==> config.mk <==
export PLATFORM = sky130hd
export DESIGN_NAME = shootout_top
export DESIGN_NICKNAME = d
export VERILOG_FILES = /design/src/design/game_pkg.sv /design/src/design/round_if.sv /design/src/design/link_if.sv /design/src/design/shootout_top.sv /design/src/design/link_arbiter.sv /design/src/design/score_control.sv /design/src/design/round_judge.sv
export SDC_FILE = /design/constraint.sdc
export NUM_CORES = 1
export LEC_CHECK = 0
export BUFFER_PORTS_ARGS = -buffer_cell sky130_fd_sc_hd__buf_2
export CAP_MARGIN = 0
export CORE_UTILIZATION = 49
export DETAILED_ROUTE_END_ITERATION = 6
export PLACE_DENSITY_LB_ADDON = 0.15
export SLEW_MARGIN = 20
export SYNTH_ARGS = -nofsm -noshare
export SYNTH_HDL_FRONTEND = slang
export SYNTH_SLANG_ARGS = --single-unit
==> constraint.sdc <==
create_clock -name clk -period 1.6 [get_ports clk]
set_input_delay 0.48 -clock clk [delete_from_list [all_inputs] [get_ports clk]]
set_output_delay 0.48 -clock clk [all_outputs]
set_load 0.01 [all_outputs]
==> src/design/game_pkg.sv <==
/*
 * Penalty shootout game definitions.
 * Game phase, shot and dive directions, score and link byte widths,
 * link frame kinds and the goal count that ends a match.
 */

package game_pkg;

    // game phase, driven by the game FSM outside this subsystem
    typedef enum logic [1:0] {
        IDLE,
        KEEPER,     // opponent shoots at the player
        SHOOTER     // player shoots
    } g_state;

    // shot or dive direction
    typedef enum logic [1:0] {
        LEFT,
        CENTER,
        RIGHT
    } dir_t;

    typedef logic [2:0] score_t;    // goals of one side
    typedef logic [7:0] frame_t;    // one byte on the partner link

    // what a link byte carries
    // score frame: match_end, match_result, player score, enemy score
    // event frame: role, scored, shot dir, keeper dir, 2'b00
    typedef enum logic {
        FRAME_EVENT,
        FRAME_SCORE
    } frame_kind_t;

    localparam score_t WIN_SCORE = 3'd5;   // first side here wins

endpackage
==> src/design/round_if.sv <==
/*
 * Round verdict path from the judge to the score controller,
 * with the match end level going back to the judge.
 */

interface round_if;

    logic done;         // one-cycle pulse per decided shot
    logic scored;       // valid with done
    logic role;         // 1 for shooter, valid with done
    logic match_end;

    modport judge (output done, output scored, output role, input match_end);

    modport scorer (input done, input scored, input role, output match_end);

endinterface

==> src/design/link_if.sv <==
/*
 * Shared link port of one peer.
 * The peer holds req, kind and data until it sees grant,
 * grant is a one-cycle combinational answer from the arbiter.
 */

interface link_if import game_pkg::*; ();

    logic        req;
    frame_kind_t kind;
    frame_t      data;
    logic        grant;

    modport peer (
        output req,
        output kind,
        output data,
        input  grant
    );

    modport arbiter (
        input  req,
        input  kind,
        input  data,
        output grant
    );

endinterface

==> src/design/shootout_top.sv <==
/*
 * Penalty shootout scoring subsystem.
 * Round judge and score controller share one outgoing byte link
 * to the partner board through a round-robin arbiter.
 */

module shootout_top import game_pkg::*; (
    input  logic        clk,
    input  logic        rst,
    input  g_state      game_state,
    input  logic        shot,
    input  dir_t        shot_dir,
    input  dir_t        keeper_dir,
    output score_t      score_player,
    output score_t      score_enemy,
    output logic        match_end,
    output logic        match_result,
    output logic        frame_valid,
    output frame_kind_t frame_kind,
    output frame_t      frame_data
);

    link_if  event_link ();
    link_if  score_link ();
    round_if round_bus ();

    round_judge u_judge (
        .clk        (clk),
        .rst        (rst),
        .game_state (game_state),
        .shot       (shot),
        .shot_dir   (shot_dir),
        .keeper_dir (keeper_dir),
        .round      (round_bus.judge),
        .link       (event_link.peer)
    );

    score_control u_score (
        .clk          (clk),
        .rst          (rst),
        .game_state   (game_state),
        .round        (round_bus.scorer),
        .link         (score_link.peer),
        .score_player (score_player),
        .score_enemy  (score_enemy),
        .match_end    (match_end),
        .match_result (match_result)
    );

    link_arbiter u_arb (
        .clk         (clk),
        .rst         (rst),
        .event_link  (event_link.arbiter),
        .score_link  (score_link.arbiter),
        .frame_valid (frame_valid),
        .frame_kind  (frame_kind),
        .frame_data  (frame_data)
    );

endmodule

==> src/design/link_arbiter.sv <==
/*
 * Link arbiter.
 * Two-way round robin between the event and score peers,
 * the winner's byte is registered as a one-cycle frame strobe.
 */

module link_arbiter import game_pkg::*; (
    input  logic        clk,
    input  logic        rst,
    link_if.arbiter     event_link,
    link_if.arbiter     score_link,
    output logic        frame_valid,
    output frame_kind_t frame_kind,
    output frame_t      frame_data
);

    logic last_score;   // score peer won last time
    logic event_win;
    logic score_win;

    // on a tie the peer that did not win last goes first
    always_comb begin
        event_win = event_link.req && (!score_link.req || last_score);
        score_win = score_link.req && (!event_link.req || !last_score);
    end

    assign event_link.grant = event_win;
    assign score_link.grant = score_win;

    always_ff @(posedge clk) begin
        if (rst) begin
            frame_valid <= 1'b0;
            last_score  <= 1'b0;
        end else begin
            frame_valid <= event_win || score_win;
            if (event_win) begin
                last_score <= 1'b0;
            end else if (score_win) begin
                last_score <= 1'b1;
            end
        end
    end

    always_ff @(posedge clk) begin
        if (event_win) begin
            frame_kind <= event_link.kind;
            frame_data <= event_link.data;
        end else if (score_win) begin
            frame_kind <= score_link.kind;
            frame_data <= score_link.data;
        end
    end

    a_one_grant: assert property (
        @(posedge clk) disable iff (rst)
        !(event_link.grant && score_link.grant)
    );

    // a losing peer must keep asking
    a_event_req_held: assert property (
        @(posedge clk) disable iff (rst)
        event_link.req && !event_link.grant |=> event_link.req
    );

endmodule

==> src/design/score_control.sv <==
/*
 * Score controller.
 * Counts goals of both sides from the judge verdicts, ends the match
 * at WIN_SCORE and queues a score frame after every update.
 */

module score_control import game_pkg::*; (
    input  logic    clk,
    input  logic    rst,
    input  g_state  game_state,
    round_if.scorer round,
    link_if.peer    link,
    output score_t  score_player,
    output score_t  score_enemy,
    output logic    match_end,
    output logic    match_result
);

    typedef enum logic {
        PLAY,
        REPORT      // score frame waiting for grant
    } sc_state_t;

    sc_state_t state;
    score_t    player_nxt;
    score_t    enemy_nxt;
    logic      end_nxt;
    logic      result_nxt;
    logic      update;

    assign update = round.done && (state == PLAY) && (game_state != IDLE);

    always_comb begin
        player_nxt = score_player;
        enemy_nxt  = score_enemy;
        if (round.scored) begin
            if (round.role) begin
                player_nxt = score_player + 3'd1;
            end else begin
                enemy_nxt = score_enemy + 3'd1;     // keeper let one in
            end
        end
        end_nxt    = (player_nxt == WIN_SCORE) || (enemy_nxt == WIN_SCORE);
        result_nxt = (player_nxt == WIN_SCORE);
    end

    always_ff @(posedge clk) begin
        if (rst) begin
            score_player <= '0;
            score_enemy  <= '0;
            match_end    <= 1'b0;
            match_result <= 1'b0;
        end else if (game_state == IDLE) begin
            score_player <= '0;     // new match
            score_enemy  <= '0;
            match_end    <= 1'b0;
            match_result <= 1'b0;
        end else if (update) begin
            score_player <= player_nxt;
            score_enemy  <= enemy_nxt;
            match_end    <= end_nxt;
            match_result <= result_nxt;
        end
    end

    // report FSM, a frame already requested is still sent after IDLE
    always_ff @(posedge clk) begin
        if (rst) begin
            state <= PLAY;
        end else begin
            case (state)
                PLAY: begin
                    if (update) begin
                        state <= REPORT;
                    end
                end
                REPORT: begin
                    if (link.grant) begin
                        state <= PLAY;
                    end
                end
                default: state <= PLAY;
            endcase
        end
    end

    always_ff @(posedge clk) begin
        if (update) begin
            link.data <= {end_nxt, result_nxt, player_nxt, enemy_nxt};
        end
    end

    assign link.req        = (state == REPORT);
    assign link.kind       = FRAME_SCORE;
    assign round.match_end = match_end;

    // judge stops on match_end, so the count tops out at the winning score
    a_score_cap: assert property (
        @(posedge clk) disable iff (rst)
        (score_player <= WIN_SCORE) && (score_enemy <= WIN_SCORE)
    );

endmodule

==> src/design/round_judge.sv <==
/*
 * Round judge.
 * Captures the shot strobe and both directions, decides goal or save,
 * pulses the verdict to the score controller and queues an event frame.
 */

module round_judge import game_pkg::*; (
    input  logic   clk,
    input  logic   rst,
    input  g_state game_state,
    input  logic   shot,
    input  dir_t   shot_dir,
    input  dir_t   keeper_dir,
    round_if.judge round,
    link_if.peer   link
);

    logic shot_q;
    dir_t shot_dir_q;
    dir_t keeper_dir_q;
    logic pending;      // event frame waiting for grant
    logic in_play;
    logic accept;
    logic role_now;
    logic scored_now;

    assign in_play    = (game_state == KEEPER) || (game_state == SHOOTER);
    assign accept     = shot_q && in_play && !pending && !round.match_end;
    assign role_now   = (game_state == SHOOTER);
    assign scored_now = (shot_dir_q != keeper_dir_q);   // keeper dived the wrong way

    always_ff @(posedge clk) begin
        if (rst) begin
            shot_q <= 1'b0;
        end else begin
            shot_q <= shot;
        end
    end

    // directions taken with the strobe
    always_ff @(posedge clk) begin
        shot_dir_q   <= shot_dir;
        keeper_dir_q <= keeper_dir;
    end

    always_ff @(posedge clk) begin
        if (rst) begin
            pending    <= 1'b0;
            round.done <= 1'b0;
        end else begin
            round.done <= accept;
            if (accept) begin
                pending <= 1'b1;
            end else if (link.grant) begin
                pending <= 1'b0;    // req drops on this edge
            end
        end
    end

    // verdict and event byte
    always_ff @(posedge clk) begin
        if (accept) begin
            round.scored <= scored_now;
            round.role   <= role_now;
            link.data    <= {role_now, scored_now, shot_dir_q, keeper_dir_q, 2'b00};
        end
    end

    assign link.req  = pending;
    assign link.kind = FRAME_EVENT;

    // no verdict while the game sits in IDLE
    a_no_done_in_idle: assert property (
        @(posedge clk) disable iff (rst)
        round.done |-> game_state != IDLE
    );

endmodule

==> run_results.csv <==
group,metric,value,unit
setup_path,end_kind,"flip-flop",
placement,dp.cells,201,
finish,stdcell_count,209,
timing,max_freq,658,MHz
placement,dp_hpwl,1960,um
synthesis,synth_warnings,0,
synthesis,ys_types,29,
finish,regArea,1040,um^2
timing,hold_slack,228,ps
synthesis,synth-edff-count,22,
synthesis,synth-seq-cells,41,
power,ir_drop,0.495,mV
finish,fillers,275,
synthesis,ys_seq_area_share,64.3,%
drt,finalWirelength,2680,um
synthesis,synth_cells,125,
power,total_power,2.09,mW
timing,slew_headroom,77.1,%
min_path,hp-start,"shot_dir[1]",
synthesis,synth_area_leader_cell,"edfxtp_1",
floorplan,dieArea,3540,um^2
placement,port_buffers,26,
floorplan,fp.dieH,59.5,um
synthesis,synthTopCellsByArea,"edfxtp_1, dfxtp_1, mux2_2",
timing,finalHoldViolations,0,
timing,period_share,95.0,%
setup_path,r2r-start,"u_judge.link.data[7]",
synthesis,synth_area_per_cell,12.9,um^2
synthesis,synth_commonest_cells,"edfxtp_1, dfxtp_1, nor2_1",
synthesis,synthFlopType,"edfxtp_1",
clock_network,clk_path_buf_depth,2,
setup_path,worst_ep_arrival_time,1770,ps
finish,fin_util,64.2,%
floorplan,fp.dieW,59.5,um
power,p_leak,0.807,nW
clock_network,cts_sinks,41,
placement,place_area,1890,um^2
synthesis,yosysTopAreaCellShare,40.8,%
synthesis,synth.most_common_cell,"edfxtp_1",
setup_path,cp-start-kind,"flip-flop",
drt,drc,0,
drt,firstDrtPassIters,4,
setup_path,critPathMaxFanout,5,
synthesis,synthesis.nets,138,
global_routing,grt_max_degree,14,
timing,fin_ws,79.6,ps
floorplan,core,3100,um^2
global_routing,overflow,0,
global_routing,grt_use_total,16.7,%
finish,drive_gt1_share,38.2,%
clock_network,postCtsSetupRepairBufs,0,
drt,route.detailed.wl_per_inst,12.8,um
power,power_density,1050,nW/um^2
timing,finClkSkew,8.27,ps
finish,post-route-cell-area,1990,um^2
timing,finalCriticalPeriod,1520,ps
clock_network,cts_tree,"built",
drt,vias_per_cell,4.75,
timing,slew_violations,0,
timing,setup_viol,0,
setup_path,required,1850,ps
floorplan,start_util,52.1,%
timing,rsz0062_at_grt,"no",
setup_path,startpoint,"u_judge.link.data[7]",
job,cap_violations,0,
placement,gp_congestion,0.798,
global_routing,antenna_found_initial,0,
synthesis,synth_area,1620,um^2
drt,via_count,992,
global_routing,grt_pass1_wl,4040,um
clock_network,root_buffer,"clkbuf_4",
finish,syn_to_final_growth,23.2,%
placement,pre_cts_ws,-383,ps
outcome,status,"finished clean",
drt,drt-initial-drc-count,20,
drt,ant_nets,0,
clock_network,cts_hold_buf,0,
setup_path,path_class,"reg -> reg",
min_path,min-delay-path-class,"in -> reg",
clock_network,numCtsBuffers,5,
clock_network,worstSkewPairLatency,350,ps
synthesis,postSynth.asyncResetShare,0,%
clock_network,clkSlewWorstSetupHoldPaths,120,ps
finish,multiInputGateArea,548,um^2
timing,tns,0,ps
timing,tightest_slew,342,ps
finish,fin_nets,177,
finish,diodes,0,
clock_network,htree_levels,2,
global_routing,grt_pass1_vias,917,
floorplan,rows,20,
floorplan,ios,27,
-- layout by cell type (no fill, tap or decap), types with 3 or more instances in the layout --
cell      instances
buf_2            26
edfxtp_1         22
dfxtp_1          19
nor2_1           11
mux2_2            9
buf_4             9
nand2_1           7
xnor2_1           6
a21oi_1           6
nand3_1           5
clkbuf_4          5
xor2_1            4
inv_1             4
nor2b_1           4
ha_1              3
-- final cells by class --
cell class,instances,area share (%)
flip-flops and latches,41,52.2
multi-input cells,74,27.5
repair buffers,35,9.92
clock inverters,3,3.26
well taps,44,2.76
inverters,7,2.45
clock buffers,5,1.88
-- report_power, final --
group          total (mW)  switching (mW)  internal (mW)  leakage (nW)
Sequential           1.16          0.0162           1.14         0.354
Combinational       0.117          0.0599         0.0567         0.398
Clock               0.819           0.336          0.484        0.0552
-- state kept, by name, indices dropped and copies added (netlist names), 2 cells and up --
name                  flops
u_arb.frame_data          8
u_judge.keeper_dir_q      2
u_judge.link.data         6
u_judge.shot_dir_q        2
u_score.link.data         8
u_score.score_enemy       3
u_score.score_player      3
-- final timing paths --
kind / end / slack (ps) / cells past startpoint
min: u_judge.shot_dir_q[1] / 230 / 1
max: u_score.match_end / 80 / 4
max reg2reg: u_score.match_end / 80 / 4
min reg2reg: u_judge.link.data[3] / 470 / 0
-- layer usage --
layer	routed length (um)	up-vias	global-route usage, %	share of wire [%]
met2	1310	20	26.0	49
met1	1210	461	20.1	45
met4	54	0	10.2	2.0
met3	111	7	5.24	4.1
met5	0	-	0	0
li1	-	504	-	-
-- timing repair --
action / 4_1_cts / 5_1_grt
gates resized for setup: 1 / 1
pin swaps: 0 / 0
endpoints found under the hold margin: 0 / 0
setup endpoints to repair: 2 / 1
-- critical path, stage by stage (launching register included) --
cell,delay (ps)
edfxtp_1,500
nor2b_2,180
mux2_2,360
a2bb2o_4,220
o21a_1,160
-- kinds of logic (layout without fill, tap and decap cells) --
logic type,after synthesis,count (layout),synth area share [%]
buffers and inverters,10,50,2.86
AND/OR/NAND/NOR,39,39,12.5
flip-flops,41,41,64.3
adder cells (fa/ha/maj),4,4,3.09
AO/OA/AOI/OAI,11,11,4.87
XOR/XNOR,10,10,5.41
multiplexers,10,10,6.88
Power figures use the tool's default switching activity.
